===== src/dcache_pkg.sv =====
`default_nettype none

package dcache_pkg;

    // geometry
    localparam int addr_width     = 32;
    localparam int word_width     = 64;
    localparam int strobe_width   = word_width / 8;
    localparam int ways           = 2;
    localparam int sets           = 8;
    localparam int words_per_line = 16;

    // address split
    localparam int byte_bits      = $clog2(strobe_width);
    localparam int offset_bits    = $clog2(words_per_line);
    localparam int index_bits     = $clog2(sets);
    localparam int tag_bits       = addr_width - index_bits - offset_bits - byte_bits;
    // data array address is {index, way, offset}
    localparam int data_addr_bits = index_bits + $clog2(ways) + offset_bits;

    typedef logic [addr_width-1:0]   addr_t;
    typedef logic [word_width-1:0]   word_t;
    typedef logic [strobe_width-1:0] strobe_t;
    typedef logic [tag_bits-1:0]     tag_t;
    typedef logic [index_bits-1:0]   index_t;
    typedef logic [offset_bits-1:0]  offset_t;

    // request address as raw bits or as cache fields
    typedef union packed {
        addr_t raw;
        struct packed {
            tag_t                 tag;
            index_t               index;
            offset_t              offset;
            logic [byte_bits-1:0] byte_off;
        } f;
    } cache_addr_t;

    typedef enum logic [1:0] {
        idle,
        writeback,
        fetch
    } ctrl_state_t;

endpackage

`default_nettype wire

===== src/dcache_meta_if.sv =====
`timescale 1ns/1ps
`default_nettype none

interface dcache_meta_if;
    import dcache_pkg::*;

    // lookup of one set
    index_t lookup_index;
    tag_t   lookup_tag;
    logic   hit;
    logic   hit_way;
    logic   victim_way;
    logic   victim_dirty;
    tag_t   victim_tag;

    // metadata write and LRU touch at lookup_index
    logic   update_en;
    logic   update_way;
    logic   update_valid;
    logic   update_dirty;
    tag_t   update_tag;
    logic   touch_en;
    logic   touch_way;

    modport ctrl (
        output lookup_index, lookup_tag,
        output update_en, update_way, update_valid, update_dirty, update_tag,
        output touch_en, touch_way,
        input  hit, hit_way, victim_way, victim_dirty, victim_tag
    );

    modport array (
        input  lookup_index, lookup_tag,
        input  update_en, update_way, update_valid, update_dirty, update_tag,
        input  touch_en, touch_way,
        output hit, hit_way, victim_way, victim_dirty, victim_tag
    );

endinterface

`default_nettype wire


===== src/dcache_tag_array.sv =====
`timescale 1ns/1ps
`default_nettype none

module dcache_tag_array (
    input logic          clk,
    input logic          reset,
    dcache_meta_if.array meta
);
    import dcache_pkg::*;

    logic [ways-1:0] valid_q [sets];
    logic [ways-1:0] dirty_q [sets];
    tag_t            tag_q   [sets][ways];
    // way used least recently in each set
    logic [sets-1:0] lru_q;

    // control bits
    always_ff @(posedge clk)
    begin
        if (!reset)
        begin
            for (int s = 0; s < sets; s++)
            begin
                valid_q[s] <= '0;
                dirty_q[s] <= '0;
            end
            lru_q <= '0;
        end
        else
        begin
            if (meta.update_en)
            begin
                valid_q[meta.lookup_index][meta.update_way] <= meta.update_valid;
                dirty_q[meta.lookup_index][meta.update_way] <= meta.update_dirty;
            end
            if (meta.touch_en)
                lru_q[meta.lookup_index] <= ~meta.touch_way;
        end
    end

    // tags written by the metadata update
    always_ff @(posedge clk)
    begin
        if (meta.update_en)
            tag_q[meta.lookup_index][meta.update_way] <= meta.update_tag;
    end

    // compare both ways of the set
    always_comb
    begin
        meta.hit     = 1'b0;
        meta.hit_way = 1'b0;
        for (int w = 0; w < ways; w++)
        begin
            if (valid_q[meta.lookup_index][w] && tag_q[meta.lookup_index][w] == meta.lookup_tag)
            begin
                meta.hit     = 1'b1;
                meta.hit_way = w[0];
            end
        end
    end

    // victim is the lowest invalid way, else the LRU way
    always_comb
    begin
        meta.victim_way = lru_q[meta.lookup_index];
        for (int w = ways - 1; w >= 0; w--)
        begin
            if (!valid_q[meta.lookup_index][w])
                meta.victim_way = w[0];
        end
        meta.victim_dirty = valid_q[meta.lookup_index][meta.victim_way]
                          & dirty_q[meta.lookup_index][meta.victim_way];
        meta.victim_tag   = tag_q[meta.lookup_index][meta.victim_way];
    end

endmodule

`default_nettype wire


===== src/flat_wrapper.sv =====
// flat-port wrapper written by rule: the top's interface ports become plain ports
module dcache_tag_array_flat import dcache_pkg::*;
  (clk, reset, meta_lookup_index, meta_lookup_tag, meta_update_en, meta_update_way, meta_update_valid, meta_update_dirty, meta_update_tag, meta_touch_en, meta_touch_way, meta_hit, meta_hit_way, meta_victim_way, meta_victim_dirty, meta_victim_tag);
  dcache_meta_if meta_i ();
  input logic clk;
  input logic reset;
  input wire logic [$bits(meta_i.lookup_index)-1:0] meta_lookup_index;
  input wire logic [$bits(meta_i.lookup_tag)-1:0] meta_lookup_tag;
  input wire logic [$bits(meta_i.update_en)-1:0] meta_update_en;
  input wire logic [$bits(meta_i.update_way)-1:0] meta_update_way;
  input wire logic [$bits(meta_i.update_valid)-1:0] meta_update_valid;
  input wire logic [$bits(meta_i.update_dirty)-1:0] meta_update_dirty;
  input wire logic [$bits(meta_i.update_tag)-1:0] meta_update_tag;
  input wire logic [$bits(meta_i.touch_en)-1:0] meta_touch_en;
  input wire logic [$bits(meta_i.touch_way)-1:0] meta_touch_way;
  output wire logic [$bits(meta_i.hit)-1:0] meta_hit;
  output wire logic [$bits(meta_i.hit_way)-1:0] meta_hit_way;
  output wire logic [$bits(meta_i.victim_way)-1:0] meta_victim_way;
  output wire logic [$bits(meta_i.victim_dirty)-1:0] meta_victim_dirty;
  output wire logic [$bits(meta_i.victim_tag)-1:0] meta_victim_tag;
  assign meta_i.lookup_index = meta_lookup_index;
  assign meta_i.lookup_tag = meta_lookup_tag;
  assign meta_i.update_en = meta_update_en;
  assign meta_i.update_way = meta_update_way;
  assign meta_i.update_valid = meta_update_valid;
  assign meta_i.update_dirty = meta_update_dirty;
  assign meta_i.update_tag = meta_update_tag;
  assign meta_i.touch_en = meta_touch_en;
  assign meta_i.touch_way = meta_touch_way;
  assign meta_hit = meta_i.hit;
  assign meta_hit_way = meta_i.hit_way;
  assign meta_victim_way = meta_i.victim_way;
  assign meta_victim_dirty = meta_i.victim_dirty;
  assign meta_victim_tag = meta_i.victim_tag;
  dcache_tag_array u_core (.clk(clk), .reset(reset), .meta(meta_i));
endmodule

===== config.mk =====
export PLATFORM = sky130hd
export DESIGN_NAME = dcache_tag_array_flat
export DESIGN_NICKNAME = d
export VERILOG_FILES = /design/src/dcache_pkg.sv /design/src/dcache_meta_if.sv /design/src/dcache_tag_array.sv /design/src/flat_wrapper.sv
export SDC_FILE = /design/constraint.sdc
export NUM_CORES = 1
export LEC_CHECK = 0
export BUFFER_PORTS_ARGS = -buffer_cell sky130_fd_sc_hd__buf_4
export CAP_MARGIN = 10
export CORE_MARGIN = 2
export CORE_UTILIZATION = 47
export DETAILED_ROUTE_END_ITERATION = 7
export SLEW_MARGIN = 15
export SYNTH_ARGS = -nofsm -noshare
export SYNTH_HDL_FRONTEND = slang
export SYNTH_SLANG_ARGS = --single-unit

===== constraint.sdc =====
create_clock -name clk -period 8.1 [get_ports clk]
set_clock_uncertainty 0.1 [all_clocks]
set_input_delay 1.215 -clock clk [delete_from_list [all_inputs] [get_ports clk]]
set_output_delay 1.215 -clock clk [all_outputs]
set_load 0.02 [all_outputs]

After elaboration in Yosys (flattened, before gate mapping)
Memories as Yosys holds them, arrays and structs flattened.
Index checks and enable logic that the tools add are counted.
{"block": "op_classes", "mux": 32, "reduce_logical": 7, "n_eq_ne": 2, "mul": 0, "magnitude_cmp": 8, "n_addsub": 0, "n_div": 0, "bitwise": 4, "shift": 0}
{"operator": "two-way mux 22 bit", "count": 4}
{"operator": "== test 22 bit", "count": 2}
{"operator": "two-way mux 44 bit", "count": 1}
{"operator": "demux 22 bit (select 1 bit)", "count": 1}
{"operator": "two-way mux 1 bit", "count": 15}
{"operator": "two-way mux 2 bit", "count": 5}
{"operator": "bitwise mux 8 bit", "count": 1}
{"operator": "two-way mux 3 bit", "count": 2}
{"operator": "logical AND 1 bit", "count": 5}
{"operator": ">= comparator 2 bit, second input constant", "count": 2}
{"operator": "< comparator 1 x 2 -> 1 bit, second input constant", "count": 2}
{"operator": "< comparator 3 x 4 -> 1 bit, second input constant", "count": 1}
{"operator": "inverter 1 -> 2 bit", "count": 2}
{"operator": "OR reduction 2 bit", "count": 2}
{"operator": "binary-select mux 1 bit (select 3 bit)", "count": 1}
{"operator": "demux 1 bit (select 3 bit)", "count": 1}
{"operator": ">= comparator 3 x 1 -> 1 bit, second input constant", "count": 1}
{"operator": "< comparator 2 x 1 -> 1 bit, second input constant", "count": 1}
{"operator": "bitwise AND 1 bit", "count": 1}
{"operator": "demux 1 bit (select 1 bit)", "count": 1}
{"operator": ">= comparator 1 bit, second input constant", "count": 1}
{"operator": "inverter 1 bit", "count": 1}
{"block": "totals", "latch_bits": 0, "rom_bits": 0, "ramBits": 384, "output_inout_bits": 26, "ff_bits": 8, "in_bits": 55, "n_memories": 3}
{"memory": "u_core.tag_q", "depth": 8, "word_bits": 44, "rd": 1, "rd_ports_with_merged_regs": 0, "wr": 1, "line": "dcache_tag_array.sv:13", "source": "tag_t tag_q [sets][ways];"}
{"memory": "u_core.dirty_q", "depth": 8, "word_bits": 2, "rd": 1, "rd_ports_with_merged_regs": 0, "wr": 8, "line": "dcache_tag_array.sv:12", "source": "logic [ways-1:0] dirty_q [sets];"}
{"memory": "u_core.valid_q", "depth": 8, "word_bits": 2, "rd": 1, "rd_ports_with_merged_regs": 0, "wr": 8, "line": "dcache_tag_array.sv:11", "source": "logic [ways-1:0] valid_q [sets];"}

Longest topological paths before layout
{"block": "logic_depth", "word_depth": 8, "mapped_depth": 11, "mapped_depth_nobuf": 7}

Worst setup path after synthesis
No wires, ideal clock.
{"block": "synth_path", "kind": "input port to output port", "start": "input port meta_lookup_index[2]", "end": "output port meta_hit", "path_buffers": 3, "stages": 9, "t_arrival_ns": 3.455, "path_slack_ns": 3.330, "path_cell_list": "buf_2 -> buf_2 -> buf_2 -> mux4_2 -> mux2i_1 -> xor2_1 -> nand4_1 -> nor4_2 -> a41o_1"}
{"block": "synth_between", "elab_chain_len": 5, "elab_cells_between_ends": 8, "cone_classes": "2 x eq/ne; 2 x mux; 2 x reduce/logical; 2 x memory"}
{"item": "start: declaration", "line": "flat_wrapper.sv:7", "source": "input wire logic [$bits(meta_i.lookup_index)-1:0] meta_lookup_index;"}
{"item": "memory (8 x 44 bit)"}
{"item": "== test 22 bit", "line": "dcache_tag_array.sv:55", "source": "if (valid_q[meta.lookup_index][w] && tag_q[meta.lookup_index][w] == meta.lookup_tag)"}
{"item": "logical AND 1 bit", "line": "dcache_tag_array.sv:55"}
{"item": "two-way mux 1 bit", "line": "dcache_tag_array.sv:55"}
{"item": "two-way mux 1 bit *", "line": "dcache_tag_array.sv:55"}
{"item": "end: declaration", "line": "flat_wrapper.sv:16", "source": "output wire logic [$bits(meta_i.hit)-1:0] meta_hit;"}
Every way passes the cells marked *; elsewhere a longest branch is shown, timed or not.

Worst setup path in the final report
{"block": "layout_path", "start": "input port meta_lookup_index[1]", "end": "output port meta_victim_tag[15]"}
{"block": "layout_between", "elab_chain_len": 8, "elab_cells_between_ends": 10, "cone_classes": "7 x mux; 1 x bitwise; 2 x memory"}
{"item": "binary-select mux 1 bit (select 3 bit)", "line": "dcache_tag_array.sv:66", "source": "meta.victim_way = lru_q[meta.lookup_index];"}
{"item": "two-way mux 1 bit (not written as such)", "line": "dcache_tag_array.sv:66"}
{"item": "two-way mux 1 bit (2 in series)", "line": "dcache_tag_array.sv:69", "source": "if (!valid_q[meta.lookup_index][w])"}
{"item": "inverter 1 -> 2 bit (not written as such)", "line": "dcache_tag_array.sv:74", "source": "meta.victim_tag = tag_q[meta.lookup_index][meta.victim_way];"}
{"item": "two-way mux 22 bit (not written as such) * (3 in series)", "line": "dcache_tag_array.sv:74"}
{"item": "end: declaration", "line": "flat_wrapper.sv:20", "source": "output wire logic [$bits(meta_i.victim_tag)-1:0] meta_victim_tag;"}
Every way passes the cells marked *; elsewhere a longest branch is shown, timed or not. The select of a mux whose other input is x is not followed.

==> metrics.cfg <==
[pwr]
pwr-share-seq_pct = 50.0
power_density_nw_per_um2 = 247.4
p_sw_uw = 997.5
clockPowerShare_pct = 41.6
p_comb_share_pct = 8.4
netSwitchingFraction_pct = 21.80
p_leak_uw = 0.006149
ir_worst_vdd_mv = 0.1682
internal_power_uw = 3578

[min_path]
whs_path_depth = 2
hold_end = u_core.lru_q[0]
hold_path_class = flip-flop to flip-flop
min_from = u_core.lru_q[0]

[synthesis]
synthTopCellsByArea = edfxtp_1, mux4_2, mux2i_1, xor2_1, a22oi_1
synth_area_leader_cell = edfxtp_1
postSynthCellCount = 896
yosys_warnings = 0
syn_area_per_cell_um2 = 17.87
synth_fp_nets = 951
yosys.area.top_type_share_pct = 72.02
syn-cell-area_um2 = 16010
synthArstFlopShare_pct = 0
yosys_register_bits = 392
synth_flop_cell = edfxtp_1
synthDistinctLibCells = 57
ys_seq_area_share_pct = 73.02
synth_edf_count = 384

[worst_setup_path]
cp-end-kind = output pin
reg2reg_to = u_core.lru_q[5]
r2r_slack_ns = 7.28
cp.required_ns = 6.78
crit_type = input port to output pin
reg2reg_from = u_core.lru_q[5]
crit_fanout = 40
arrival_ns = 4.94
start_kind = input port
r2r_cells = 2

[route]
wl_mm = 39.98
dr.pass1.iters = 7
vias = 8704
drc = 0
routedWlPerCell_um = 27.48
initialDrtViolationCount = 685
vias_per_cell = 5.982
ant_nets = 0

[global_route]
use_met3_pct = 3.539
grt.busiest_layer = met2
gr-usage-met2_pct = 36.79
grt_use_total_pct = 22.53
grt_pass1_wl_mm = 57.95
grt_max_degree = 78
grt-ovfl-total = 0
grt_pass1_vias = 8607
antenna_found_initial = 1
grt_use_met1_pct = 31.93

[clocking]
cts_setup_buffers = 0
numCtsBuffers = 42
cts.sinks = 392
holdBufCountCts = 0
cts_root_buf = clkbuf_16
clk_path_buf_depth = 3
cts_resized = 0
cts_max_level = 2
cts.reportedPaths.clkPinSlew_ns = 0.05
cts_tree = built
clock_latency_ns = 0.52

[floorplanning]
ios = 81
dieWidth_um = 188.6
die_h_um = 188.6
core_area_um2 = 33530
dieArea_um2 = 35560
placementRows = 67
initial_core_util_pct = 47.75

[placed_design]
gp_congestion = 0.7858
port_buffers = 80
hpwlAfterDp_mm = 23.15

[sta]
worstMarginPinSlew_ns = 1.237
hold_viol_final = 0
period_needed_ns = 6.257
period_share_pct = 77.25
rsz0062_at_grt = no
timing.setup.tns_ns = 0
finalSetupViolations = 0
max_freq_mhz = 159.8
relSlewSlack_pct = 17.43
slew_violations = 0

[finish]
area_growth_pct = 15.52
drive_gt1_share_pct = 22.96
fill_cells = 2671
multi_input_area_um2 = 4194
final_nets = 1035
utilization_pct = 55.16
register_area_um2 = 11690

[flow_run]
maxCapViolations = 0

[run_status]
run_status = finished, final reports clean

## state kept, by name, summed over array words and instances, names as in the netlist
name	cells
u_core.dirty_q	16
u_core.lru_q	8
u_core.tag_q	352
u_core.valid_q	16
## critical path, stage by stage
cell and delay (ns):
buf_4 0.30, inv_1 0.99, a221oi_1 0.23, o22ai_1 0.63
a21o_2 0.88, mux2i_1 0.41, buf_4 0.21
## metrics by stage
stage          hold WS [ns]  instances  power, µW  instance area [µm²]  setup slack (ns)
6_report             0.4182       1455       4575                18500             1.843
5_1_grt              0.4483       1455       4698                18500             1.713
4_1_cts              0.4211       1454       4601                18490             1.833
3_5_place_dp         0.4069       1384       2715                17140             1.846
3_3_place_gp         0.3993       1384       2712                17140             1.780
2_1_floorplan        0.3890        896       2544                16010             3.330
## layout make-up
cell class                 count  area share (%)
clock buffer                  55           6.291
clock inverter                15           1.028
sequential                   392           63.21
timing repair buffer          88           3.592
multi-input combinational    448           22.67
tap                          448           3.031
inverter                       8          0.1623
antenna                        1         0.01353
## metal layers
metal,vias up,wire [µm]
met4,0,772
met5,-,0
met2,298,19610
li1,3806,-
met3,61,2220
met1,4539,17380
## cell families (layout without fill, tap and decap cells)
logic type	after synthesis	after routing	synth area share, %
AND/OR/NAND/NOR	128	128	4.032
AO/OA/AOI/OAI	131	131	5.525
XOR/XNOR	39	39	2.133
multiplexers	150	150	13.71
buffers and inverters	56	166	1.578
other	0	1	0
flip-flops	392	392	73.02
## synth_stat cells, drive strengths merged (13+ instances only)
cell type	number
edfxtp	384
mux2i	82
nor2	56
mux4	53
o21ai	42
buf	31
a22oi	28
xor2	26
clkbuf	17
nand2	17
mux2	15
a221oi	13
xnor2	13
## power by group through the flow
stage | combinational (µW) | sequential [µW] | clock (µW)
final | 384 | 2290 | 1900
after global routing | 409 | 2290 | 2000
after CTS | 387 | 2290 | 1930
after detailed placement | 386 | 2330 | 0
after global placement | 385 | 2330 | 0
after floorplan | 219 | 2330 | 0
## cell usage in the layout (no fill, tap or decap), types with 11 or more instances in the layout
cell	instances
edfxtp_1	384
buf_4	87
mux2i_1	81
mux4_2	53
clkbuf_16	45
nor2_1	39
o21ai_0	37
a22oi_1	28
xor2_1	26
nand2_1	17
nor2_4	16
mux2_2	14
a221oi_1	13
xnor2_1	13
a21oi_1	11
## worst max path at each step
stage                          from                  end  slack [ns]
2_1_floorplan  meta_lookup_index[2]             meta_hit        3.33
3_3_place_gp   meta_lookup_index[1]   meta_victim_tag[4]        1.78
3_5_place_dp   meta_lookup_index[1]   meta_victim_tag[4]        1.85
4_1_cts        meta_lookup_index[1]   meta_victim_tag[4]        1.83
5_1_grt        meta_lookup_index[1]  meta_victim_tag[15]        1.71
6_report       meta_lookup_index[1]  meta_victim_tag[15]        1.84
No activity file was read; power rests on OpenSTA's default activity.
