===== config.mk =====
export PLATFORM = sky130hd
export DESIGN_NAME = dcache_ctrl_flat
export DESIGN_NICKNAME = d
export VERILOG_FILES = /design/src/dcache_pkg.sv /design/src/dcache_data_if.sv /design/src/dcache_meta_if.sv /design/src/dcache_ctrl.sv /design/src/flat_wrapper.sv
export SDC_FILE = /design/constraint.sdc
export NUM_CORES = 1
export LEC_CHECK = 0
export BUFFER_PORTS_ARGS = -buffer_cell sky130_fd_sc_hd__buf_4
export CAP_MARGIN = 10
export CORE_AREA = 3 3 216 218
export DETAILED_ROUTE_END_ITERATION = 10
export DIE_AREA = 0 0 219 221
export PLACE_DENSITY = 0.32
export RECOVER_POWER = 100
export SETUP_SLACK_MARGIN = 0.02
export SLEW_MARGIN = 30
export SYNTH_ARGS = -nofsm -noshare
export SYNTH_HDL_FRONTEND = slang
export SYNTH_SLANG_ARGS = --single-unit
export TNS_END_PERCENT = 50

===== constraint.sdc =====
create_clock -name clk -period 4.6 [get_ports clk]
set_input_delay 0.69 -clock clk [delete_from_list [all_inputs] [get_ports clk]]
set_output_delay 0.69 -clock clk [all_outputs]
set_load 0.005 [all_outputs]

===== src/dcache_pkg.sv =====
`default_nettype none

package dcache_pkg;

    // geometry
    localparam int addr_width     = 32;
    localparam int word_width     = 64;
    localparam int strobe_width   = word_width / 8;
    localparam int ways           = 2;
    localparam int sets           = 8;
    localparam int words_per_line = 16;

    // address split
    localparam int byte_bits      = $clog2(strobe_width);
    localparam int offset_bits    = $clog2(words_per_line);
    localparam int index_bits     = $clog2(sets);
    localparam int tag_bits       = addr_width - index_bits - offset_bits - byte_bits;
    // data array address is {index, way, offset}
    localparam int data_addr_bits = index_bits + $clog2(ways) + offset_bits;

    typedef logic [addr_width-1:0]   addr_t;
    typedef logic [word_width-1:0]   word_t;
    typedef logic [strobe_width-1:0] strobe_t;
    typedef logic [tag_bits-1:0]     tag_t;
    typedef logic [index_bits-1:0]   index_t;
    typedef logic [offset_bits-1:0]  offset_t;

    // request address as raw bits or as cache fields
    typedef union packed {
        addr_t raw;
        struct packed {
            tag_t                 tag;
            index_t               index;
            offset_t              offset;
            logic [byte_bits-1:0] byte_off;
        } f;
    } cache_addr_t;

    typedef enum logic [1:0] {
        idle,
        writeback,
        fetch
    } ctrl_state_t;

endpackage

`default_nettype wire

===== src/dcache_data_if.sv =====
`timescale 1ns/1ps
`default_nettype none

interface dcache_data_if;
    import dcache_pkg::*;

    logic                      en;
    strobe_t                   strobe;
    logic [data_addr_bits-1:0] addr;
    word_t                     wdata;
    // combinational read of addr
    word_t                     rdata;

    modport ctrl (
        output en, strobe, addr, wdata,
        input  rdata
    );

    modport array (
        input  en, strobe, addr, wdata,
        output rdata
    );

endinterface

`default_nettype wire


===== src/dcache_meta_if.sv =====
`timescale 1ns/1ps
`default_nettype none

interface dcache_meta_if;
    import dcache_pkg::*;

    // lookup of one set
    index_t lookup_index;
    tag_t   lookup_tag;
    logic   hit;
    logic   hit_way;
    logic   victim_way;
    logic   victim_dirty;
    tag_t   victim_tag;

    // metadata write and LRU touch at lookup_index
    logic   update_en;
    logic   update_way;
    logic   update_valid;
    logic   update_dirty;
    tag_t   update_tag;
    logic   touch_en;
    logic   touch_way;

    modport ctrl (
        output lookup_index, lookup_tag,
        output update_en, update_way, update_valid, update_dirty, update_tag,
        output touch_en, touch_way,
        input  hit, hit_way, victim_way, victim_dirty, victim_tag
    );

    modport array (
        input  lookup_index, lookup_tag,
        input  update_en, update_way, update_valid, update_dirty, update_tag,
        input  touch_en, touch_way,
        output hit, hit_way, victim_way, victim_dirty, victim_tag
    );

endinterface

`default_nettype wire


===== src/dcache_ctrl.sv =====
`timescale 1ns/1ps
`default_nettype none

module dcache_ctrl (
    input  logic               clk,
    input  logic               reset,
    input  logic               dreq_valid,
    input  dcache_pkg::addr_t   dreq_addr,
    input  dcache_pkg::strobe_t dreq_strobe,
    input  dcache_pkg::word_t   dreq_data,
    output logic               dresp_data_ok,
    output dcache_pkg::word_t   dresp_data,
    output logic               creq_valid,
    output logic               creq_is_write,
    output dcache_pkg::addr_t   creq_addr,
    output dcache_pkg::word_t   creq_data,
    input  logic               cresp_ready,
    input  logic               cresp_last,
    input  dcache_pkg::word_t   cresp_data,
    dcache_meta_if.ctrl        meta,
    dcache_data_if.ctrl        data
);
    import dcache_pkg::*;

    ctrl_state_t state;
    offset_t     word_cnt;
    cache_addr_t req;
    cache_addr_t burst_addr;
    logic        is_write;
    logic        miss;

    // line under refill, latched on the miss
    index_t      fill_index;
    tag_t        fill_tag;
    logic        fill_way;
    tag_t        wb_tag;

    assign req.raw  = dreq_addr;
    assign is_write = |dreq_strobe;
    assign miss     = (state == idle) && dreq_valid && !meta.hit;

    assign meta.lookup_index = (state == idle) ? req.f.index : fill_index;
    assign meta.lookup_tag   = (state == idle) ? req.f.tag : fill_tag;

    // data array and metadata drive
    always_comb
    begin
        data.en           = 1'b0;
        data.strobe       = '0;
        data.wdata        = dreq_data;
        data.addr         = {req.f.index, meta.hit_way, req.f.offset};
        meta.update_en    = 1'b0;
        meta.update_way   = meta.hit_way;
        meta.update_valid = 1'b1;
        meta.update_dirty = 1'b1;
        meta.update_tag   = req.f.tag;
        meta.touch_en     = 1'b0;
        meta.touch_way    = meta.hit_way;
        if (state == idle)
        begin
            if (dreq_valid && meta.hit)
            begin
                meta.touch_en = 1'b1;
                // write hit marks the line dirty
                if (is_write)
                begin
                    data.en        = 1'b1;
                    data.strobe    = dreq_strobe;
                    meta.update_en = 1'b1;
                end
            end
        end
        else
        begin
            data.addr = {fill_index, fill_way, word_cnt};
            if (state == fetch)
            begin
                data.en     = cresp_ready;
                data.strobe = '1;
                data.wdata  = cresp_data;
                // last beat leaves the line valid and clean
                if (cresp_ready && cresp_last)
                begin
                    meta.update_en    = 1'b1;
                    meta.update_way   = fill_way;
                    meta.update_dirty = 1'b0;
                    meta.update_tag   = fill_tag;
                end
            end
        end
    end

    always_ff @(posedge clk)
    begin
        if (!reset)
        begin
            state    <= idle;
            word_cnt <= '0;
        end
        else
        begin
            unique case (state)
                idle:
                begin
                    word_cnt <= '0;
                    if (miss)
                        state <= meta.victim_dirty ? writeback : fetch;
                end
                writeback:
                begin
                    if (cresp_ready)
                    begin
                        word_cnt <= word_cnt + 1'b1;
                        if (cresp_last)
                            state <= fetch;
                    end
                end
                fetch:
                begin
                    if (cresp_ready)
                    begin
                        word_cnt <= word_cnt + 1'b1;
                        if (cresp_last)
                            state <= idle;
                    end
                end
                default:
                    state <= idle;
            endcase
        end
    end

    always_ff @(posedge clk)
    begin
        if (miss)
        begin
            fill_index <= req.f.index;
            fill_tag   <= req.f.tag;
            fill_way   <= meta.victim_way;
            wb_tag     <= meta.victim_tag;
        end
    end

    // bursts always start at the line base
    always_comb
    begin
        burst_addr.raw     = '0;
        burst_addr.f.tag   = (state == writeback) ? wb_tag : fill_tag;
        burst_addr.f.index = fill_index;
    end

    assign dresp_data_ok = (state == idle) && dreq_valid && meta.hit;
    assign dresp_data    = data.rdata;
    assign creq_valid    = (state == writeback) || (state == fetch);
    assign creq_is_write = (state == writeback);
    assign creq_addr     = burst_addr.raw;
    assign creq_data     = data.rdata;

endmodule

`default_nettype wire


===== src/flat_wrapper.sv =====
// flat-port wrapper written by rule: the top's interface ports become plain ports
module dcache_ctrl_flat import dcache_pkg::*;
  (clk, reset, dreq_valid, dreq_addr, dreq_strobe, dreq_data, dresp_data_ok, dresp_data, creq_valid, creq_is_write, creq_addr, creq_data, cresp_ready, cresp_last, cresp_data, meta_lookup_index, meta_lookup_tag, meta_update_en, meta_update_way, meta_update_valid, meta_update_dirty, meta_update_tag, meta_touch_en, meta_touch_way, meta_hit, meta_hit_way, meta_victim_way, meta_victim_dirty, meta_victim_tag, data_en, data_strobe, data_addr, data_wdata, data_rdata);
  dcache_meta_if meta_i ();
  dcache_data_if data_i ();
  input  logic clk;
  input  logic reset;
  input  logic dreq_valid;
  input  dcache_pkg::addr_t dreq_addr;
  input  dcache_pkg::strobe_t dreq_strobe;
  input  dcache_pkg::word_t dreq_data;
  output logic dresp_data_ok;
  output dcache_pkg::word_t dresp_data;
  output logic creq_valid;
  output logic creq_is_write;
  output dcache_pkg::addr_t creq_addr;
  output dcache_pkg::word_t creq_data;
  input  logic cresp_ready;
  input  logic cresp_last;
  input  dcache_pkg::word_t cresp_data;
  output wire logic [$bits(meta_i.lookup_index)-1:0] meta_lookup_index;
  output wire logic [$bits(meta_i.lookup_tag)-1:0] meta_lookup_tag;
  output wire logic [$bits(meta_i.update_en)-1:0] meta_update_en;
  output wire logic [$bits(meta_i.update_way)-1:0] meta_update_way;
  output wire logic [$bits(meta_i.update_valid)-1:0] meta_update_valid;
  output wire logic [$bits(meta_i.update_dirty)-1:0] meta_update_dirty;
  output wire logic [$bits(meta_i.update_tag)-1:0] meta_update_tag;
  output wire logic [$bits(meta_i.touch_en)-1:0] meta_touch_en;
  output wire logic [$bits(meta_i.touch_way)-1:0] meta_touch_way;
  input wire logic [$bits(meta_i.hit)-1:0] meta_hit;
  input wire logic [$bits(meta_i.hit_way)-1:0] meta_hit_way;
  input wire logic [$bits(meta_i.victim_way)-1:0] meta_victim_way;
  input wire logic [$bits(meta_i.victim_dirty)-1:0] meta_victim_dirty;
  input wire logic [$bits(meta_i.victim_tag)-1:0] meta_victim_tag;
  output wire logic [$bits(data_i.en)-1:0] data_en;
  output wire logic [$bits(data_i.strobe)-1:0] data_strobe;
  output wire logic [$bits(data_i.addr)-1:0] data_addr;
  output wire logic [$bits(data_i.wdata)-1:0] data_wdata;
  input wire logic [$bits(data_i.rdata)-1:0] data_rdata;
  assign meta_lookup_index = meta_i.lookup_index;
  assign meta_lookup_tag = meta_i.lookup_tag;
  assign meta_update_en = meta_i.update_en;
  assign meta_update_way = meta_i.update_way;
  assign meta_update_valid = meta_i.update_valid;
  assign meta_update_dirty = meta_i.update_dirty;
  assign meta_update_tag = meta_i.update_tag;
  assign meta_touch_en = meta_i.touch_en;
  assign meta_touch_way = meta_i.touch_way;
  assign meta_i.hit = meta_hit;
  assign meta_i.hit_way = meta_hit_way;
  assign meta_i.victim_way = meta_victim_way;
  assign meta_i.victim_dirty = meta_victim_dirty;
  assign meta_i.victim_tag = meta_victim_tag;
  assign data_en = data_i.en;
  assign data_strobe = data_i.strobe;
  assign data_addr = data_i.addr;
  assign data_wdata = data_i.wdata;
  assign data_i.rdata = data_rdata;
  dcache_ctrl u_core (.clk(clk), .reset(reset), .dreq_valid(dreq_valid), .dreq_addr(dreq_addr), .dreq_strobe(dreq_strobe), .dreq_data(dreq_data), .dresp_data_ok(dresp_data_ok), .dresp_data(dresp_data), .creq_valid(creq_valid), .creq_is_write(creq_is_write), .creq_addr(creq_addr), .creq_data(creq_data), .cresp_ready(cresp_ready), .cresp_last(cresp_last), .cresp_data(cresp_data), .meta(meta_i), .data(data_i));
endmodule

Word-level counts from Yosys, hierarchy flattened
Cells that the tools add are included.
{"block": "word_totals", "regBits": 54, "input_bits": 263, "out_inout_bits": 297}
{"block": "classes", "add_sub_neg": 1, "n_eq_ne": 8, "mux": 37, "reduce_logical": 13}
{"op": "$mux W64", "count": 2}
{"op": "$mux W22", "count": 5}
{"op": "$mux W8", "count": 5}
{"op": "$mux W1", "count": 15}
{"op": "$mux W2", "count": 6}
{"op": "$ne A2 B1 Y1 const B", "count": 4}
{"op": "$pmux W4 S2", "count": 1}
{"op": "$reduce_or A8 Y1", "count": 1}
{"op": "$pmux W2 S3", "count": 1}
{"op": "$logic_and A1 B1 Y1", "count": 5}
{"op": "$reduce_and A5 Y1", "count": 1}
{"op": "$add A4 B1 Y4 const B", "count": 1}
{"op": "$mux W4", "count": 1}
{"op": "$ne A2 B2 Y1 const B", "count": 2}
{"op": "$mux W3", "count": 1}
{"op": "$eq A2 B1 Y1 const B", "count": 1}
{"op": "$eq A2 B2 Y1 const B", "count": 1}
{"op": "$logic_not A2 Y1", "count": 1}
{"op": "$reduce_and A2 Y1", "count": 1}
{"op": "$reduce_bool A2 Y1", "count": 1}
{"op": "$reduce_or A2 Y1", "count": 1}
{"op": "$logic_not A1 Y1", "count": 1}
{"op": "$logic_or A1 B1 Y1", "count": 1}

Longest topological paths before layout
Gate-level depths: netlist of run 1.
{"block": "logic_depth", "word_depth": 5, "ltp_mapped": 7, "ltp_nobuf": 5}

Worst setup path before layout of run 1
OpenSTA, ideal clock, no wires.
{"block": "synth_timing", "path_kind": "register -> register", "from": "register u_core.state[0]", "to": "register u_core.fill_index[0] (enable)", "setup_ns": 0.402, "t_arrival_ns": 1.942, "setup_slack_ns": 2.255, "path_stages_with_launch": 7, "path_buffers": 1, "period_less_slack_ns": 2.345, "path_cell_list": "dfxtp_1 inv_1 ha_1 buf_6 nand2_1 or2_0 inv_1"}
{"block": "synth_between", "elab_chain_cells": 3}
{"item": "start, declared", "line_no": "dcache_ctrl.sv:25", "source": "ctrl_state_t state;"}
{"item": "start signal, assigned", "line_no": "dcache_ctrl.sv:97", "source": "state <= idle;"}
{"item": "start signal, assigned", "line_no": "dcache_ctrl.sv:107", "source": "state <= meta.victim_dirty ? writeback : fetch;"}
{"item": "start signal, assigned", "line_no": "dcache_ctrl.sv:115", "source": "state <= fetch;"}
{"item": "$logic_not A2 Y1", "line_no": "dcache_ctrl.sv:40", "source": "assign miss = (state == idle) && dreq_valid && !meta.hit;"}
{"item": "$logic_and A1 B1 Y1 (2 in a row)", "line_no": "dcache_ctrl.sv:40"}
{"item": "named net u_core.miss", "line_no": "dcache_ctrl.sv:30", "source": "logic miss;"}
{"item": "end signal, assigned", "line_no": "dcache_ctrl.sv:137", "source": "fill_index <= req.f.index;"}
{"item": "end, declared", "line_no": "dcache_ctrl.sv:33", "source": "index_t fill_index;"}
The timed path passes the listed nets, and every way through them passes these cells.
A chain may end at the register's enable or synchronous reset.

Worst setup path in the final report of run 1
{"block": "layout_timing", "from": "register u_core.state[0]", "to": "output port meta_update_tag[19]"}
{"block": "layout_between", "elab_chain_cells": 3, "elab_cells_between_ends": 4, "cone_classes": "eq/ne (1); mux (2); reduce/logical (1)"}
{"item": "$eq A2 B2 Y1", "line_no": "dcache_ctrl.sv:76", "source": "if (state == fetch)"}
{"item": "$mux W22", "line_no": "dcache_ctrl.sv:76"}
{"item": "$mux W22 (*)", "line_no": "dcache_ctrl.sv:59", "source": "if (state == idle)"}
{"item": "end, declared", "line_no": "flat_wrapper.sv:27", "source": "output wire logic [$bits(meta_i.update_tag)-1:0] meta_update_tag;"}
Mark *: on every way between the ends. The rest lies on a longest branch, timed or not.

==> impl_metrics.py, run 1 <==
metrics = {
    "finish": {
        "areaGrowthSynthToFinish_pct": 42.4,
        "finalNetCount": 887,
        "antenna_cells": 0,
        "drive_above_1_share": 0.631,
    },
    "floorplan": {
        "chipHeight_um": 221,
        "coreArea_mm2": 0.0451,
        "initial_core_util": 0.106,
        "num_rows": 78,
        "io-pin-count": 560,
        "dieWidth_um": 219,
        "dieArea_mm2": 0.0484,
    },
    "detailed_routing": {
        "drt_iter0_drc": 72,
        "drc": 0,
        "detailroute.via_count": 3761,
        "routedWlPerCell_um": 17.8,
        "wl_um": 21800,
        "ant_nets": 0,
        "viasPerCell": 3.08,
        "dr.pass1.iters": 4,
    },
    "clocking": {
        "clk_pin_slew_worst_paths_ns": 0.07,
        "h-tree-depth": 2,
        "post_cts_buffers": 0,
        "clock_latency_ns": 0.31,
        "clock_path_buffers": 2,
        "cts_resized": 0,
        "cts-hold-fix-buffers": 0,
        "cts_made_buffers": 5,
        "cts_tree": "yes",
        "clkSinkCount": 54,
        "cts-root-buf": "clkbuf_16",
    },
    "worst_setup_path": {
        "critPathRequiredTime_ns": 3.91,
        "cp.buffers_inverters": 2,
        "startpoint_type": "flop",
        "cpMaxStageDelayCell": "nand3_2",
        "crit_type": "flop to primary output",
        "arrival_ns": 2.76,
        "path_cells": "inv_1 > ha_1 > nor2b_1 > nand3_2 > mux2_1 > buf_4",
        "path_delay_family": "simple AND/OR/NAND/NOR gates",
        "max_stage_delay_ns": 0.75,
        "end_kind": "primary output",
        "worstPathMaxFanout": 24,
    },
    "power": {
        "vdd.ir_drop.worst_v": 0.000258,
        "power_mw": 1.59,
        "p_leak_nw": 2.74,
        "powerDensity_mw_per_mm2": 232,
    },
    "run_status": {
        "status": "complete, no violations",
    },
    "timing": {
        "setup_tns_ns": 0,
        "slew_viol_final": 0,
        "period_share": 0.751,
        "fmax_mhz": 290,
        "worst_pin_slew_ns": 1.42,
        "slew_headroom": 0.0531,
        "skew_ns": 0.00645,
        "setup_viol": 0,
        "worst_slack_ns": 1.15,
        "min_period_ns": 3.45,
        "hold_viol": 0,
        "rsz0062_at_grt": "no",
    },
    "synth": {
        "yosysMostFrequentCell": "buf_4",
        "ys_async_sr_fraction": 0,
        "yosysSeqAreaShare": 0.326,
        "syn_area_mm2": 0.00479,
        "synth_top_area_share": 0.301,
        "syn_avg_cell_area_um2": 11.7,
        "ys_types": 36,
        "synth_cells": 409,
        "synthTopCellsByCount": "buf_4, mux2_2, edfxtp_1",
        "synthTopCellsByArea": "edfxtp_1, mux2_2, buf_4",
        "ys.flop_type": "edfxtp_1",
        "synth-edff-count": 48,
        "synth_seq_cells": 54,
        "yosysTopAreaCell": "edfxtp_1",
        "ys.warnings.count": 0,
    },
    "place": {
        "place_ws_ns": 1.72,
        "port_buffers": 356,
        "dpl.hpwl_um": 18300,
        "globalplace.congestion": 0.705,
    },
    "global_routing": {
        "grt_use_met3": 0.0481,
        "overflow": 0,
        "grt_pass1_vias": 4076,
        "grt_usage": 0.0829,
        "antenna_found_initial": 1,
        "grt_pass1_wl_um": 29000,
        "use_met1": 0.0834,
        "busiest_layer": "met2",
        "grt_use_met2": 0.149,
        "grt_start_max_net_pins": 75,
    },
    "worst_hold_path": {
        "hold_class": "flop to flop",
    },
    "flow_run": {
        "drv_cap": 0,
    },
}
path summary, 6_finish.rpt:
path	startpoint	to	slack [ns]	depth (start not counted)
worst max register to register	u_core.state[0]	u_core.fill_tag[16]	1.32	7
worst max-delay path	u_core.state[0]	meta_update_tag[19]	1.15	6
worst min-delay path	u_core.state[1]	u_core.state[1]	0.49	2
worst min register to register	u_core.state[1]	u_core.state[1]	0.49	2
logic make-up after synthesis:
logic type | Yosys count | synth area share
buffers and inverters | 164 | 0.254
other | 2 | 0.00157
and+or+nand+nor | 23 | 0.0308
muxes | 141 | 0.346
AOI/OAI and AO/OA | 21 | 0.0316
DFF | 54 | 0.326
adders and majority gates | 4 | 0.0104
through the flow:
step,hold WS (ns),util,cell area (um2),cells
after floorplan,0.451,-,4820,415
after global placement,0.478,0.157,7070,1213
after detailed placement,0.478,0.157,7070,1213
after CTS,0.489,0.160,7230,1220
after global routing,0.511,0.151,6830,1220
final,0.486,0.151,6830,1220
power by group:
| group | switching (mW) | internal, mW | total [mW] |
|---|---|---|---|
| registers | 0.0139 | 0.570 | 0.584 |
| clock network | 0.197 | 0.253 | 0.451 |
| logic | 0.234 | 0.318 | 0.552 |
| total | 0.445 | 1.14 | 1.59 |
layer usage:
layer	vias to the layer above	routed length, um
li1	1725	-
met1	1688	7710
met2	339	10700
met3	9	3220
met4	0	153
met5	-	0
worst min-delay path, cell delays in order (launching register included):
cell	delay, ns
dfxtp_1	0.33
nand2_1	0.06
mux2i_1	0.05
flip-flops by register name (all words and copies together), names as in the netlist:
register           count
u_core.fill_index      3
u_core.fill_way        1
u_core.wb_tag         22
u_core.state           2
u_core.word_cnt        4
u_core.fill_tag       22
area by class of cell:
| type | count | area (um2) |
|---|---|---|
| tap | 600 | 751 |
| timing repair buffer | 359 | 2390 |
| clock inverter | 2 | 33.8 |
| multi-input combinational | 197 | 1950 |
| sequential | 54 | 1560 |
| inverter | 3 | 11.3 |
| fill | 5147 | 38300 |
| clock buffer | 5 | 125 |
layout by cell type (no fill, tap or decap), types with 3 or more instances in the layout:
cell type and count:
clkbuf_4 89, ha_1 4, buf_4 184, mux2_2 107
nand2_1 6, clkbuf_16 5, mux2_1 31, clkbuf_1 84
dfxtp_1 6, a21o_1 9, edfxtp_1 48, conb_1 8
inv_1 3, nor2b_1 3
(Power assumes the default switching activity.)
==> inputs of run 2 (changes only) <==
ABC_AREA = 1   (was not set)
CORE_AREA = 3 3 215 217   (was 3 3 216 218)
DIE_AREA = 0 0 218 220   (was 0 0 219 221)
clock period = 3.6 ns   (was 4.6 ns; I/O delays follow)
==> run 2 against run 1 <==
Effect of this change:
- synthesized area shrank 3.3%
- clock power grew 18%
- hold slack lost 0.071 ns
- global-route usage grew 2.3 points
- synthesized cell count grew 32%
- critical endpoint is now data_wdata[6]
==> impl_metrics.py, run 2 <==
metrics = {
    "synth": {
        "syn_area_mm2": 0.00464,
        "yosysTopAreaCell": "edfxtp_1",
        "synth_seq_cells": 54,
        "synth_cells": 538,
        "ys_async_sr_fraction": 0,
        "synthTopCellsByCount": "buf_4, nand2_1, o21ai_0",
        "synth-edff-count": 48,
        "ys_types": 22,
        "syn_avg_cell_area_um2": 8.62,
        "synth_top_area_share": 0.311,
        "yosysMostFrequentCell": "buf_4",
        "ys.warnings.count": 0,
        "yosysSeqAreaShare": 0.337,
        "ys.flop_type": "edfxtp_1",
        "synthTopCellsByArea": "edfxtp_1, buf_4, mux2_2",
    },
    "power": {
        "p_leak_nw": 3.05,
        "combPwrFrac": 0.556,
        "power_mw": 3.05,
        "vdd.ir_drop.worst_v": 0.000188,
        "p_int_mw": 1.85,
        "pwr-share-seq": 0.269,
        "p_sw_mw": 1.20,
        "powerDensity_mw_per_mm2": 444,
        "power_frac_clock": 0.174,
        "swShare": 0.393,
    },
    "timing": {
        "worst_slack_ns": 0.506,
        "min_period_ns": 3.09,
        "hold_viol": 0,
        "worst_pin_slew_ns": 1.44,
        "slew_viol_final": 0,
        "skew_ns": 0.00858,
        "setup_tns_ns": 0,
        "setup_viol": 0,
        "rsz0062_at_grt": "no",
        "fmax_mhz": 323,
        "slew_headroom": 0.0412,
        "period_share": 0.859,
    },
    "detailed_routing": {
        "viasPerCell": 3.22,
        "wl_um": 27300,
        "detailroute.via_count": 4334,
        "drc": 0,
        "drt_iter0_drc": 142,
        "dr.pass1.iters": 5,
        "routedWlPerCell_um": 20.3,
        "ant_nets": 0,
    },
    "finish": {
        "areaGrowthSynthToFinish_pct": 48.0,
        "final_common_cell": "buf_4",
        "drive_above_1_share": 0.487,
        "fin_cells": 1347,
        "multi_input_area_mm2": 0.00175,
        "finalNetCount": 1019,
        "seqCellArea_mm2": 0.00156,
        "fill_cells": 5094,
        "reg_top3": "u_core.fill_tag (22), u_core.wb_tag (22), u_core.word_cnt (4)",
        "final_cell_mix": "buf_4, nand2_1, clkbuf_4",
    },
    "clocking": {
        "cts-hold-fix-buffers": 0,
        "cts_tree": "yes",
        "post_cts_buffers": 0,
        "cts-root-buf": "clkbuf_16",
        "clk_pin_slew_worst_paths_ns": 0.09,
        "cts_resized": 0,
        "clock_latency_ns": 0.32,
        "clock_path_buffers": 2,
        "h-tree-depth": 2,
        "clkSinkCount": 54,
        "cts_made_buffers": 5,
    },
    "place": {
        "place_ws_ns": 0.800,
        "dpl.hpwl_um": 23800,
        "globalplace.congestion": 0.745,
        "port_buffers": 356,
        "dp.cells": 1337,
    },
    "run_status": {
        "status": "complete, no violations",
    },
    "floorplan": {
        "num_rows": 77,
        "dieWidth_um": 218,
        "chipHeight_um": 220,
        "coreArea_mm2": 0.0443,
        "io-pin-count": 560,
        "initial_core_util": 0.105,
        "dieArea_mm2": 0.0480,
    },
    "worst_setup_path": {
        "critPathRequiredTime_ns": 3.06,
        "arrival_ns": 2.55,
        "startpoint_type": "flop",
        "crit_type": "flop to primary output",
        "end_kind": "primary output",
        "worstPathMaxFanout": 23,
    },
    "worst_hold_path": {
        "hold_class": "input port to flop",
    },
    "global_routing": {
        "antenna_found_initial": 7,
        "grt_pass1_vias": 4245,
        "overflow": 0,
        "grt_pass1_wl_um": 35200,
        "grt_start_max_net_pins": 49,
        "grt_usage": 0.106,
    },
    "flow_run": {
        "drv_cap": 0,
    },
}
run 2: kinds of logic (layout without fill, tap and decap cells):
group                    count (synthesis)  count (layout)  share of synthesized area
flip-flops                              54              54                      0.337
adder cells (fa/ha/maj)                  4               4                     0.0108
AO/OA/AOI/OAI                           85              85                     0.0958
multiplexers                            64              64                      0.155
other                                    2              10                    0.00162
AND/OR/NAND/NOR                        127             127                      0.107
buffers and inverters                  202             411                      0.292
run 2: critical path, cell delays in order (launching register included):
cell      delay [ns]
dfxtp_1         0.33
inv_1           0.08
ha_2            0.48
inv_4           0.17
nand2_4         0.32
clkbuf_1        0.33
mux2_1          0.38
buf_4           0.14
run 2: metal layers:
layer	share of wire	track usage
met3	0.14	0.0605
met1	0.37	0.119
met5	0.00048	0
met4	0.021	0.0278
met2	0.47	0.173
run 2: path summary, 6_finish.rpt:
path / slack, ns / cells past startpoint / end / startpoint
min reg2reg: 0.51 / 1 / u_core.word_cnt[0] / u_core.word_cnt[0]
max: 0.51 / 7 / data_wdata[6] / u_core.state[0]
min: 0.41 / 1 / u_core.wb_tag[2] / meta_victim_tag[2]
max reg2reg: 0.84 / 5 / u_core.wb_tag[14] / u_core.state[0]
run 2: layout make-up:
| class | count | area share |
|---|---|---|
| repair buffers | 364 | 0.365 |
| multi-input cells | 288 | 0.255 |
| flip-flops and latches | 54 | 0.228 |
| well taps | 592 | 0.108 |
| inverters | 39 | 0.0217 |
| clock buffers | 5 | 0.0182 |
| clock inverters | 3 | 0.00383 |
| diodes | 2 | 0.000729 |
run 2: stage by stage:
| step | area (um2) | util | hold WS [ns] |
|---|---|---|---|
| floorplan | 4660 | - | 0.459 |
| global placement | 6970 | 0.157 | 0.496 |
| detailed placement | 6970 | 0.157 | 0.490 |
| CTS | 7120 | 0.161 | 0.370 |
| global route | 6860 | 0.155 | 0.395 |
| finish | 6860 | 0.155 | 0.414 |
run 2: power groups by stage:
| stage | clock network [mW] | registers, mW | logic [mW] |
|---|---|---|---|
| 2_1_floorplan | 0 | 0.828 | 0.917 |
| 3_3_place_gp | 0 | 0.832 | 1.91 |
| 3_5_place_dp | 0 | 0.833 | 1.90 |
| 4_1_cts | 0.573 | 0.819 | 1.91 |
| 5_1_grt | 0.583 | 0.832 | 1.91 |
| 6_report | 0.532 | 0.821 | 1.70 |
==> inputs of run 3 (changes only) <==
GPL_TIMING_DRIVEN = 0   (was not set)
==> run 3 against run 2 <==
Effect of this change:
- critical path depth unchanged
- largest power group unchanged
- wire length grew 24%
- non-clock buffer count up 288
==> impl_metrics.py, run 3 (synthesis gave the netlist of run 2 again) <==
metrics = {
    "finish": {
        "fin_area_mm2": 0.00868,
        "finalNetCount": 1307,
        "final_common_cell": "buf_4",
        "final_cell_mix": "buf_4, clkbuf_1, clkbuf_4",
        "fill_cells": 5163,
        "areaGrowthSynthToFinish_pct": 87.2,
        "multi_input_area_mm2": 0.00172,
        "seqCellArea_mm2": 0.00156,
        "drive_above_1_share": 0.543,
        "reg_top3": "u_core.fill_tag (22), u_core.wb_tag (22), u_core.word_cnt (4)",
    },
    "place": {
        "globalplace.congestion": 0.751,
        "post_dp_cell_area_mm2": 0.00911,
        "place_ws_ns": 0.988,
        "port_buffers": 484,
        "dpl.hpwl_um": 30000,
    },
    "timing": {
        "skew_ns": 0.0117,
        "hold_viol": 0,
        "worst_slack_ns": 0.486,
        "setup_tns_ns": 0,
        "worst_pin_slew_ns": 1.41,
        "setup_viol": 0,
        "min_period_ns": 3.11,
        "slew_headroom": 0.0543,
        "slew_viol_final": 0,
        "period_share": 0.865,
        "rsz0062_at_grt": "no",
        "fmax_mhz": 321,
        "worst_hold_slack_ns": 0.410,
    },
    "worst_setup_path": {
        "crit_type": "flop to primary output",
        "cp.buffers_inverters": 4,
        "cpMaxStageDelayCell": "nand2_1",
        "end_kind": "primary output",
        "worstPathMaxFanout": 10,
        "path_delay_family": "buffers and inverters",
        "critPathRequiredTime_ns": 3.06,
        "path_cells": "inv_1 > ha_1 > inv_4 > nand2_1 > buf_6 > mux2_2 > buf_4",
        "max_stage_delay_ns": 0.58,
        "startpoint_type": "flop",
        "arrival_ns": 2.57,
    },
    "floorplan": {
        "dieArea_mm2": 0.0480,
        "coreArea_mm2": 0.0443,
        "io-pin-count": 560,
        "initial_core_util": 0.105,
        "dieWidth_um": 218,
        "chipHeight_um": 220,
        "num_rows": 77,
    },
    "flow_run": {
        "drv_cap": 0,
    },
    "detailed_routing": {
        "routedWlPerCell_um": 20.8,
        "drt_iter0_drc": 167,
        "ant_nets": 0,
        "detailroute.via_count": 5337,
        "dr.pass1.iters": 4,
        "wl_um": 34000,
        "drc": 0,
        "viasPerCell": 3.27,
    },
    "power": {
        "p_leak_nw": 4.10,
        "p_sw_mw": 1.41,
        "pwr-share-seq": 0.239,
        "power_frac_clock": 0.162,
        "swShare": 0.412,
        "combPwrFrac": 0.600,
        "powerDensity_mw_per_mm2": 394,
        "p_int_mw": 2.01,
        "vdd.ir_drop.worst_v": 0.000248,
    },
    "global_routing": {
        "grt_pass1_wl_um": 43700,
        "grt_start_max_net_pins": 20,
        "antenna_found_initial": 9,
        "overflow": 0,
        "grt_pass1_vias": 5306,
        "grt_usage": 0.130,
    },
    "clocking": {
        "clkSinkCount": 54,
        "cts_tree": "yes",
        "clk_pin_slew_worst_paths_ns": 0.10,
        "clock_path_buffers": 2,
        "post_cts_buffers": 0,
        "cts_made_buffers": 5,
        "cts-root-buf": "clkbuf_16",
        "cts_resized": 0,
        "h-tree-depth": 2,
        "clock_latency_ns": 0.32,
        "cts-hold-fix-buffers": 0,
    },
    "run_status": {
        "status": "complete, no violations",
    },
    "worst_hold_path": {
        "hold_class": "input port to flop",
    },
}
-- run 3: changes by cell type in the layout (fill, tap and decap cells not counted), sizes merged --
cell | previous run | this run
diode | 2 | 1
clkbuf | 164 | 302
buf | 205 | 355
inv | 39 | 41
clkinv | 3 | 1
-- run 3: final timing paths --
check	from	endpoint	slack, ns	cells after the start
worst max-delay path	u_core.state[0]	data_wdata[60]	0.49	7
worst min-delay path	meta_victim_tag[2]	u_core.wb_tag[2]	0.41	1
worst max register to register	u_core.state[0]	u_core.wb_tag[6]	0.54	7
worst min register to register	u_core.word_cnt[1]	u_core.word_cnt[1]	0.53	2
-- run 3: power groups by stage --
stage	Sequential, mW	Clock, mW	Combinational [mW]
final	0.816	0.553	2.05
after global routing	0.827	0.604	2.28
after CTS	0.816	0.588	2.36
after detailed placement	0.830	0	2.34
after global placement	0.839	0	2.33
after floorplan	0.828	0	0.917
-- run 3: per-stage QoR --
step / power, mW / instances / util
after floorplan: 1.74 / 544 / -
after CTS: 3.76 / 1633 / 0.209
final: 3.42 / 1634 / 0.196
after global routing: 3.71 / 1633 / 0.196
after detailed placement: 3.17 / 1625 / 0.206
after global placement: 3.17 / 1620 / 0.204
-- run 3: worst reg2reg max path, cell delays in order, from the launching register on --
cell      delay [ns]
dfxtp_1         0.34
inv_1           0.08
ha_1            0.30
inv_4           0.12
nor3_1          1.12
buf_6           0.27
buf_8           0.17
clkbuf_2        0.34
-- run 3: final cells by class --
| type | count | share of cell area |
|---|---|---|
| timing repair buffer | 489 | 0.364 |
| multi-input combinational | 288 | 0.198 |
| sequential | 54 | 0.180 |
| buffer | 163 | 0.138 |
| tap | 592 | 0.0853 |
| inverter | 39 | 0.0172 |
| clock buffer | 5 | 0.0144 |
| clock inverter | 3 | 0.00303 |
| antenna | 1 | 0.000288 |
-- run 3: routing by layer --
metal / vias up / track usage / share of wire
met1: 2407 / 0.146 / 0.37
met3: 23 / 0.0518 / 0.11
met5: - / 0 / 0.0013
met2: 276 / 0.233 / 0.51
li1: 2623 / - / -
met4: 8 / 0.0230 / 0.010
